--- src/common/maxnetPkg.sv ---
`default_nettype none

package maxnetPkg;

    // datapath widths
    localparam int XLEN        = 8;
    localparam int NUM_NEURONS = 4;
    localparam int IDX_W       = $clog2(NUM_NEURONS);

    // sum of the other three activations needs two extra bits
    localparam int SUM_W = XLEN + 2;

    // epsilon is 1/8, rounded up so every step makes progress
    localparam int EPS_SHIFT = 3;
    localparam int EPS_ROUND = (1 << EPS_SHIFT) - 1;

    // convergence takes at most MAX_VALUE steps
    localparam int MAX_VALUE = 255;
    localparam int ITER_W    = $clog2(MAX_VALUE + 1) + 1;

    // number of nonzero neurons, 0 to NUM_NEURONS
    localparam int LIVE_CNT_W = $clog2(NUM_NEURONS + 1);

    // input side credits, equal to the loader buffer depth
    localparam int IN_CREDITS = 4;
    localparam int BUF_PTR_W  = $clog2(IN_CREDITS);
    localparam int BUF_CNT_W  = $clog2(IN_CREDITS + 1);

    // result credits held by the DUT after reset
    localparam int OUT_CREDITS  = 2;
    localparam int OUT_CREDIT_W = $clog2(OUT_CREDITS + 1);

endpackage

`default_nettype wire

--- src/hw/sampleLoader.sv ---
`timescale 1ns/1ps
`default_nettype none

module sampleLoader import maxnetPkg::*; (
    input  logic            clk,
    input  logic            rst,
    input  logic            inValid,
    input  logic [XLEN-1:0] inData,
    input  logic            loadStep,
    output logic            inCredit,
    output logic            bufferFull,
    output logic [XLEN-1:0] xVec [NUM_NEURONS]
);

    logic [XLEN-1:0]      wordBuf [IN_CREDITS];
    logic [BUF_PTR_W-1:0] wrPtr;
    logic [BUF_PTR_W-1:0] rdPtr;
    logic [BUF_CNT_W-1:0] count;
    logic [IDX_W-1:0]     readSlot;
    logic                 push;
    logic                 pop;

    // source only sends while it holds a credit, so no overflow check
    assign push = inValid;
    assign pop  = loadStep && (count != '0);

    assign bufferFull = (count == BUF_CNT_W'(IN_CREDITS));

    always_ff @(posedge clk) begin
        if (push) begin
            wordBuf[wrPtr] <= inData;
        end
    end

    always_ff @(posedge clk) begin
        if (rst) begin
            wrPtr <= '0;
            rdPtr <= '0;
            count <= '0;
        end else begin
            if (push) begin
                wrPtr <= wrPtr + 1'b1;
            end
            if (pop) begin
                rdPtr <= rdPtr + 1'b1;
            end
            case ({push, pop})
                2'b10:   count <= count + 1'b1;
                2'b01:   count <= count - 1'b1;
                default: count <= count;
            endcase
        end
    end

    // one credit back per word moved out of the buffer
    always_ff @(posedge clk) begin
        if (rst) begin
            inCredit <= 1'b0;
        end else begin
            inCredit <= pop;
        end
    end

    // original vector, kept for reporting the winning value
    always_ff @(posedge clk) begin
        if (rst) begin
            readSlot <= '0;
            for (int i = 0; i < NUM_NEURONS; i++) begin
                xVec[i] <= '0;
            end
        end else if (pop) begin
            xVec[readSlot] <= wordBuf[rdPtr];
            readSlot       <= readSlot + 1'b1;
        end
    end

endmodule

`default_nettype wire

--- src/maxnet/maxnetNeuron.sv ---
`timescale 1ns/1ps
`default_nettype none

module maxnetNeuron import maxnetPkg::*; #(
    parameter int NEURON_INDEX = 0
) (
    input  logic            clk,
    input  logic            rst,
    input  logic            startVector,
    input  logic            iterate,
    input  logic [XLEN-1:0] xOwn,
    input  logic [XLEN-1:0] activations [NUM_NEURONS],
    output logic [XLEN-1:0] activation
);

    logic [SUM_W-1:0] othersSum;
    logic [SUM_W-1:0] inhibit;
    logic [XLEN-1:0]  updated;

    // lateral input from every other neuron
    always_comb begin
        othersSum = '0;
        for (int i = 0; i < NUM_NEURONS; i++) begin
            if (i != NEURON_INDEX) begin
                othersSum = othersSum + SUM_W'(activations[i]);
            end
        end
    end

    // ceil(sum / 8)
    assign inhibit = (othersSum + SUM_W'(EPS_ROUND)) >> EPS_SHIFT;

    // subtract and clamp at zero
    always_comb begin
        if (SUM_W'(activation) > inhibit) begin
            updated = activation - XLEN'(inhibit);
        end else begin
            updated = '0;
        end
    end

    always_ff @(posedge clk) begin
        if (rst) begin
            activation <= '0;
        end else if (startVector) begin
            activation <= xOwn;
        end else if (iterate) begin
            activation <= updated;
        end
    end

endmodule

`default_nettype wire

--- src/hw/winnerSelect.sv ---
`timescale 1ns/1ps
`default_nettype none

module winnerSelect import maxnetPkg::*; (
    input  logic              clk,
    input  logic              rst,
    input  logic [XLEN-1:0]   activations [NUM_NEURONS],
    input  logic [XLEN-1:0]   xVec [NUM_NEURONS],
    input  logic [ITER_W-1:0] iterCount,
    input  logic              report,
    input  logic              outCredit,
    output logic              converged,
    output logic              resultSent,
    output logic              outValid,
    output logic [IDX_W-1:0]  outIndex,
    output logic [XLEN-1:0]   outValue,
    output logic              outTie,
    output logic [ITER_W-1:0] outIters
);

    logic [LIVE_CNT_W-1:0]   liveCount;
    logic [IDX_W-1:0]        winnerIdx;
    logic                    allZero;
    logic                    send;
    logic [OUT_CREDIT_W-1:0] creditCount;

    // count survivors; with a single survivor the last hit is the winner
    always_comb begin
        liveCount = '0;
        winnerIdx = '0;
        for (int i = 0; i < NUM_NEURONS; i++) begin
            if (activations[i] != '0) begin
                liveCount = liveCount + 1'b1;
                winnerIdx = IDX_W'(i);
            end
        end
    end

    assign allZero   = (liveCount == '0);
    assign converged = (liveCount <= LIVE_CNT_W'(1));

    // one send per report, only with a credit in hand
    assign send = report && !outValid && (creditCount != '0);

    always_ff @(posedge clk) begin
        if (rst) begin
            creditCount <= OUT_CREDIT_W'(OUT_CREDITS);
        end else begin
            case ({send, outCredit})
                2'b10:   creditCount <= creditCount - 1'b1;
                2'b01:   creditCount <= creditCount + 1'b1;
                default: creditCount <= creditCount;
            endcase
        end
    end

    always_ff @(posedge clk) begin
        if (rst) begin
            outValid <= 1'b0;
        end else begin
            outValid <= send;
        end
    end

    // equal maxima all reach zero together, reported as a tie
    always_ff @(posedge clk) begin
        if (send) begin
            outIndex <= winnerIdx;
            outValue <= allZero ? '0 : xVec[winnerIdx];
            outTie   <= allZero;
            outIters <= iterCount;
        end
    end

    // controller leaves report on the cycle the pulse goes out
    assign resultSent = outValid;

endmodule

`default_nettype wire

--- src/hw/maxnetController.sv ---
`timescale 1ns/1ps
`default_nettype none

module maxnetController import maxnetPkg::*; (
    input  logic              clk,
    input  logic              rst,
    input  logic              bufferFull,
    input  logic              converged,
    input  logic              resultSent,
    output logic              loadStep,
    output logic              startVector,
    output logic              iterate,
    output logic              report,
    output logic [ITER_W-1:0] iterCount
);

    typedef enum logic [2:0] {
        IDLE,
        LOAD,
        START,
        ITERATE,
        REPORT
    } ctrlState;

    ctrlState         state;
    ctrlState         nextState;
    logic [IDX_W-1:0] loadCount;
    logic             lastLoad;

    assign lastLoad = (loadCount == IDX_W'(NUM_NEURONS - 1));

    always_comb begin
        nextState = state;
        case (state)
            IDLE: begin
                if (bufferFull) begin
                    nextState = LOAD;
                end
            end
            LOAD: begin
                if (lastLoad) begin
                    nextState = START;
                end
            end
            START:   nextState = ITERATE;
            ITERATE: begin
                if (converged) begin
                    nextState = REPORT;
                end
            end
            REPORT: begin
                if (resultSent) begin
                    nextState = IDLE;
                end
            end
            default: nextState = IDLE;
        endcase
    end

    always_ff @(posedge clk) begin
        if (rst) begin
            state <= IDLE;
        end else begin
            state <= nextState;
        end
    end

    // load counter wraps back to 0 after the fourth word
    always_ff @(posedge clk) begin
        if (rst) begin
            loadCount <= '0;
            iterCount <= '0;
        end else begin
            if (loadStep) begin
                loadCount <= loadCount + 1'b1;
            end
            if (startVector) begin
                iterCount <= '0;
            end else if (iterate) begin
                iterCount <= iterCount + 1'b1;
            end
        end
    end

    assign loadStep    = (state == LOAD);
    assign startVector = (state == START);
    assign iterate     = (state == ITERATE) && !converged;
    assign report      = (state == REPORT);

endmodule

`default_nettype wire

--- src/hw/maxnetTop.sv ---
`timescale 1ns/1ps
`default_nettype none

module maxnetTop import maxnetPkg::*; (
    input  logic              clk,
    input  logic              rst,
    input  logic              inValid,
    input  logic [XLEN-1:0]   inData,
    input  logic              outCredit,
    output logic              inCredit,
    output logic              outValid,
    output logic [IDX_W-1:0]  outIndex,
    output logic [XLEN-1:0]   outValue,
    output logic              outTie,
    output logic [ITER_W-1:0] outIters
);

    wire  [XLEN-1:0]   activations [NUM_NEURONS];
    logic [XLEN-1:0]   xVec [NUM_NEURONS];
    logic              bufferFull;
    logic              loadStep;
    logic              startVector;
    logic              iterate;
    logic              report;
    logic              converged;
    logic              resultSent;
    logic [ITER_W-1:0] iterCount;

    sampleLoader i_sampleLoader (
        .clk        (clk),
        .rst        (rst),
        .inValid    (inValid),
        .inData     (inData),
        .loadStep   (loadStep),
        .inCredit   (inCredit),
        .bufferFull (bufferFull),
        .xVec       (xVec)
    );

    maxnetController i_maxnetController (
        .clk         (clk),
        .rst         (rst),
        .bufferFull  (bufferFull),
        .converged   (converged),
        .resultSent  (resultSent),
        .loadStep    (loadStep),
        .startVector (startVector),
        .iterate     (iterate),
        .report      (report),
        .iterCount   (iterCount)
    );

    // one neuron per vector element
    for (genvar n = 0; n < NUM_NEURONS; n++) begin : genNeuron
        maxnetNeuron #(
            .NEURON_INDEX (n)
        ) i_maxnetNeuron (
            .clk         (clk),
            .rst         (rst),
            .startVector (startVector),
            .iterate     (iterate),
            .xOwn        (xVec[n]),
            .activations (activations),
            .activation  (activations[n])
        );
    end

    winnerSelect i_winnerSelect (
        .clk         (clk),
        .rst         (rst),
        .activations (activations),
        .xVec        (xVec),
        .iterCount   (iterCount),
        .report      (report),
        .outCredit   (outCredit),
        .converged   (converged),
        .resultSent  (resultSent),
        .outValid    (outValid),
        .outIndex    (outIndex),
        .outValue    (outValue),
        .outTie      (outTie),
        .outIters    (outIters)
    );

endmodule

`default_nettype wire

--- config.mk ---
export PLATFORM = sky130hd
export DESIGN_NAME = maxnetTop
export DESIGN_NICKNAME = d
export VERILOG_FILES = /design/src/common/maxnetPkg.sv /design/src/hw/sampleLoader.sv /design/src/maxnet/maxnetNeuron.sv /design/src/hw/winnerSelect.sv /design/src/hw/maxnetController.sv /design/src/hw/maxnetTop.sv
export SDC_FILE = /design/constraint.sdc
export NUM_CORES = 1
export LEC_CHECK = 0
export ABC_AREA = 1
export BUFFER_PORTS_ARGS = -buffer_cell sky130_fd_sc_hd__buf_2
export CORE_UTILIZATION = 24
export DETAILED_ROUTE_END_ITERATION = 7
export PLACE_DENSITY = 0.39
export SYNTH_ARGS = -nofsm -noshare
export SYNTH_HDL_FRONTEND = slang
export SYNTH_SLANG_ARGS = --single-unit
--- constraint.sdc ---
create_clock -name clk -period 4.1 [get_ports clk]
set_input_delay 0.41 -clock clk [delete_from_list [all_inputs] [get_ports clk]]
set_output_delay 0.41 -clock clk [all_outputs]
set_load 0.01 [all_outputs]
==> impl_metrics.ini <==
[placement]
place_congestion = 0.827
placed_cells = 2038
pre_cts_slack_ns = -0.515
io_buffers = 33
hpwl_mm = 24.7

[power_and_ir_drop]
peakVddDrop_uv = 266
clockPowerShare_pct = 40.4
pwr-share-comb_pct = 16.5
p_int_w = 0.00269
power_density_nw_per_um2 = 291
p_sw_w = 0.00116
switching_share_pct = 30.1
power_w = 0.00385
p_leak_nw = 6.25
p_seq_share_pct = 43.1

[sta]
post-route-period-util_pct = 101
rsz0062_at_grt = yes
worst_slew_margin_rel_pct = 24.7
slew_viol_final = 0
worst_pin_slew_ns = 1.13
fmax_mhz = 240
fin_ws_ns = -0.0613
post-route-min-period_ns = 4.16
finClkSkew_ns = 0.0141
tns_ns = -0.266
setup_violations = 10
hold_violations = 0

[setup_path]
timing.rr.end = genNeuron[1].i_maxnetNeuron.activation[0]$_SDFFE_PP0P_
r2r_cells = 29
path_delay_family = adder cells
cp.arrival_ns = 4.49
worstPathRequired_ns = 4.43
slowest_stage = dfxtp_4
cp-end-kind = register
crit_buf_inv = 3
cp_slowest_stage_delay_ns = 0.37
path_common_cell = nand2_1
r2r_slack_ns = -0.06
reg2reg_from = genNeuron[2].i_maxnetNeuron.activation[0]$_SDFFE_PP0P_
crit_fanout = 4
crit_path_start_kind = register
path_class = register to register

[floorplan]
die_w_microns = 209
core_area_sq_um = 42000
num_rows = 75
initial_utilization_pct = 24.4
floorplan.io_pins = 34
die_y_microns = 209
die_area_sq_um = 43600

[min_path]
hold_end = i_sampleLoader.wordBuf[0][3]$_DFFE_PP_
holdPathStages = 1
hold_path_class = input port to register
min_from = inData[3]

[clock_tree]
clk_latency_ns = 0.42
cts_buffers = 17
cts.sinks = 145
cts_tree = done
root_buffer = clkbuf_16
path_clk_slew_ns = 0.07
postCtsHoldBufs = 0
htreeDepth = 4
clk_path_buf_depth = 2

[finish]
multiInputGateArea_sq_um = 6390
drive_gt1_share_pct = 22.2
antennaDiodeCount = 0
nets = 1666
seq_area_sq_um = 3440
n_fill_cell = 4532
fin_util_pct = 31.5
syn_to_final_growth_pct = 28.9
final_cells = 2075

[global_routing]
antenna_found_initial = 1
grt_max_degree = 71
overflow = 0
grt_pass1_vias = 9165
grt.total_usage_pct = 15.1
grt_pass1_wl_mm = 50.9

[synthesis]
synth-seq-area-share_pct = 33.3
syn_inst = 1355
postSynthAreaPerCell_sq_um = 7.58
ys_types = 40
synth_fp_nets = 1498
synth_top_area_cell = dfxtp_1
synth_most_common_cell = nand2_1
synth_common_cells = nand2_1, inv_1, a21oi_1
synthTopCellsByArea = dfxtp_1, edfxtp_1, ha_1
yosysTopAreaCellShare_pct = 18.1
synthArstFlopShare_pct = 0
ys_ff_latch = 145
netlist_area_sq_um = 10300
ys_warn_count = 0
ys.flop_type = dfxtp_1
synth-edff-count = 52

[detailed_routing]
drt-pass1-iter-count = 4
drt_iter0_markers = 531
vias_per_cell = 4.46
drc = 0
antenna_left = 0
num_vias = 9245
routed_wirelength_mm = 32.4
avgRoutedWirePerCell_microns = 15.6

[status]
violations = setup timing
status = finished with violations

[flow_run]
cap_violations = 0
==> sequential cells by signal, indices dropped and copies added, names as in the netlist, named ones only <==
name / flops
i_sampleLoader.count: 3
i_winnerSelect.outValue: 8
i_sampleLoader.readSlot: 2
i_sampleLoader.rdPtr: 2
i_sampleLoader.wordBuf: 32
i_winnerSelect.outIndex: 2
i_winnerSelect.outTie: 1
genNeuron.i_maxnetNeuron.activation: 32
i_maxnetController.loadCount: 2
i_sampleLoader.wrPtr: 2
i_winnerSelect.outIters: 9
i_maxnetController.state: 3
i_maxnetController.iterCount: 9
i_winnerSelect.creditCount: 2
i_sampleLoader.inCredit: 1
i_winnerSelect.outValid: 1
i_sampleLoader.xVec: 32
==> layout make-up <==
| cell class | count | share of cell area, % |
|---|---|---|
| multi-input cells | 959 | 48.3 |
| inverters | 213 | 6.04 |
| clock buffers | 25 | 3.86 |
| repair buffers | 187 | 10.2 |
| well taps | 539 | 5.10 |
| clock inverters | 7 | 0.558 |
| flip-flops and latches | 145 | 26.0 |
==> per-layer routing <==
metal	vias up	track usage [%]	part of all wire [%]
met2	114	25.0	46
met5	-	0	0.022
li1	4840	-	-
met1	4260	21.2	51
met4	2	3.30	0.96
met3	29	1.29	2.2
==> repair_timing <==
action / 4_1_cts / 5_1_grt
endpoints found under the hold margin: 0 / 0
buffers inserted: 2 / 3
pin swaps: 29 / 55
resized for setup: 68 / 70
setup endpoints to repair: 32 / 32
cloned: 0 / 0
==> how the worst max path moves through the flow <==
stage,from,slack [ns],cells after the start,endpoint
floorplan,genNeuron[1].i_maxnetNeuron.activation[0]$_SDFFE_PP0P_,0.03,27,genNeuron[2].i_maxnetNeuron.activation[3]$_SDFFE_PP0P_
global placement,genNeuron[2].i_maxnetNeuron.activation[0]$_SDFFE_PP0P_,-0.62,29,genNeuron[1].i_maxnetNeuron.activation[0]$_SDFFE_PP0P_
detailed placement,genNeuron[2].i_maxnetNeuron.activation[0]$_SDFFE_PP0P_,-0.51,29,genNeuron[1].i_maxnetNeuron.activation[0]$_SDFFE_PP0P_
CTS,genNeuron[2].i_maxnetNeuron.activation[0]$_SDFFE_PP0P_,-0.16,29,genNeuron[1].i_maxnetNeuron.activation[0]$_SDFFE_PP0P_
global route,genNeuron[2].i_maxnetNeuron.activation[0]$_SDFFE_PP0P_,-0.43,29,genNeuron[1].i_maxnetNeuron.activation[0]$_SDFFE_PP0P_
finish,genNeuron[2].i_maxnetNeuron.activation[0]$_SDFFE_PP0P_,-0.06,29,genNeuron[1].i_maxnetNeuron.activation[0]$_SDFFE_PP0P_
==> cell families after synthesis <==
family / synth area share [%]
flops: 33.3
buf+inv: 9.79
fa+ha+maj: 16.5
compound gates: 15.7
xor+xnor: 4.78
simple gates: 19.8
==> power by group through the flow <==
stage | clock [W] | sequential (W) | combinational, W
2_1_floorplan | 0 | 0.00169 | 0.000428
3_3_place_gp | 0 | 0.00170 | 0.000624
3_5_place_dp | 0 | 0.00170 | 0.000629
4_1_cts | 0.00159 | 0.00166 | 0.000637
5_1_grt | 0.00164 | 0.00168 | 0.000720
6_report | 0.00156 | 0.00166 | 0.000635
==> per-stage QoR <==
step	instance area [sq um]	hold slack (ns)
detailed placement	12000	0.460
floorplan	10300	0.436
global route	13200	0.203
finish	13200	0.205
CTS	12900	0.192
global placement	12000	0.451
==> worst register-to-register path: cells and delay by family, from the launching register on <==
| family | cells | cell delay (ns) |
|---|---|---|
| XOR/XNOR | 2 | 0.38 |
| AND/OR/NAND/NOR | 14 | 1.13 |
| AO/OA/AOI/OAI | 5 | 0.66 |
| flip-flops | 1 | 0.37 |
| adder cells (fa/ha/maj) | 5 | 1.31 |
| buffers and inverters | 3 | 0.21 |
==> cells in the final DEF (no fill, tap or decap), types with 4 or more instances in the layout <==
master     count
a21oi_1      129
a21oi_2       21
buf_2         33
buf_4        150
clkbuf_16     18
dfxtp_1       83
dfxtp_2        7
edfxtp_1      52
fa_1           5
ha_1         106
ha_4          17
inv_1        199
inv_2         13
nand2_1      242
nand2_2       21
nand2_4        6
nand3_1       79
nand3_2        7
nand3b_1       8
nand4_1       16
nor2_1        74
nor3_2         4
nor4_1         4
o211ai_1      11
o21ai_0       86
o21ai_1       13
o21bai_1      13
o22ai_1       13
xnor2_1       30
xor2_1        19
Note: power is estimated with default switching activity, not from simulation.
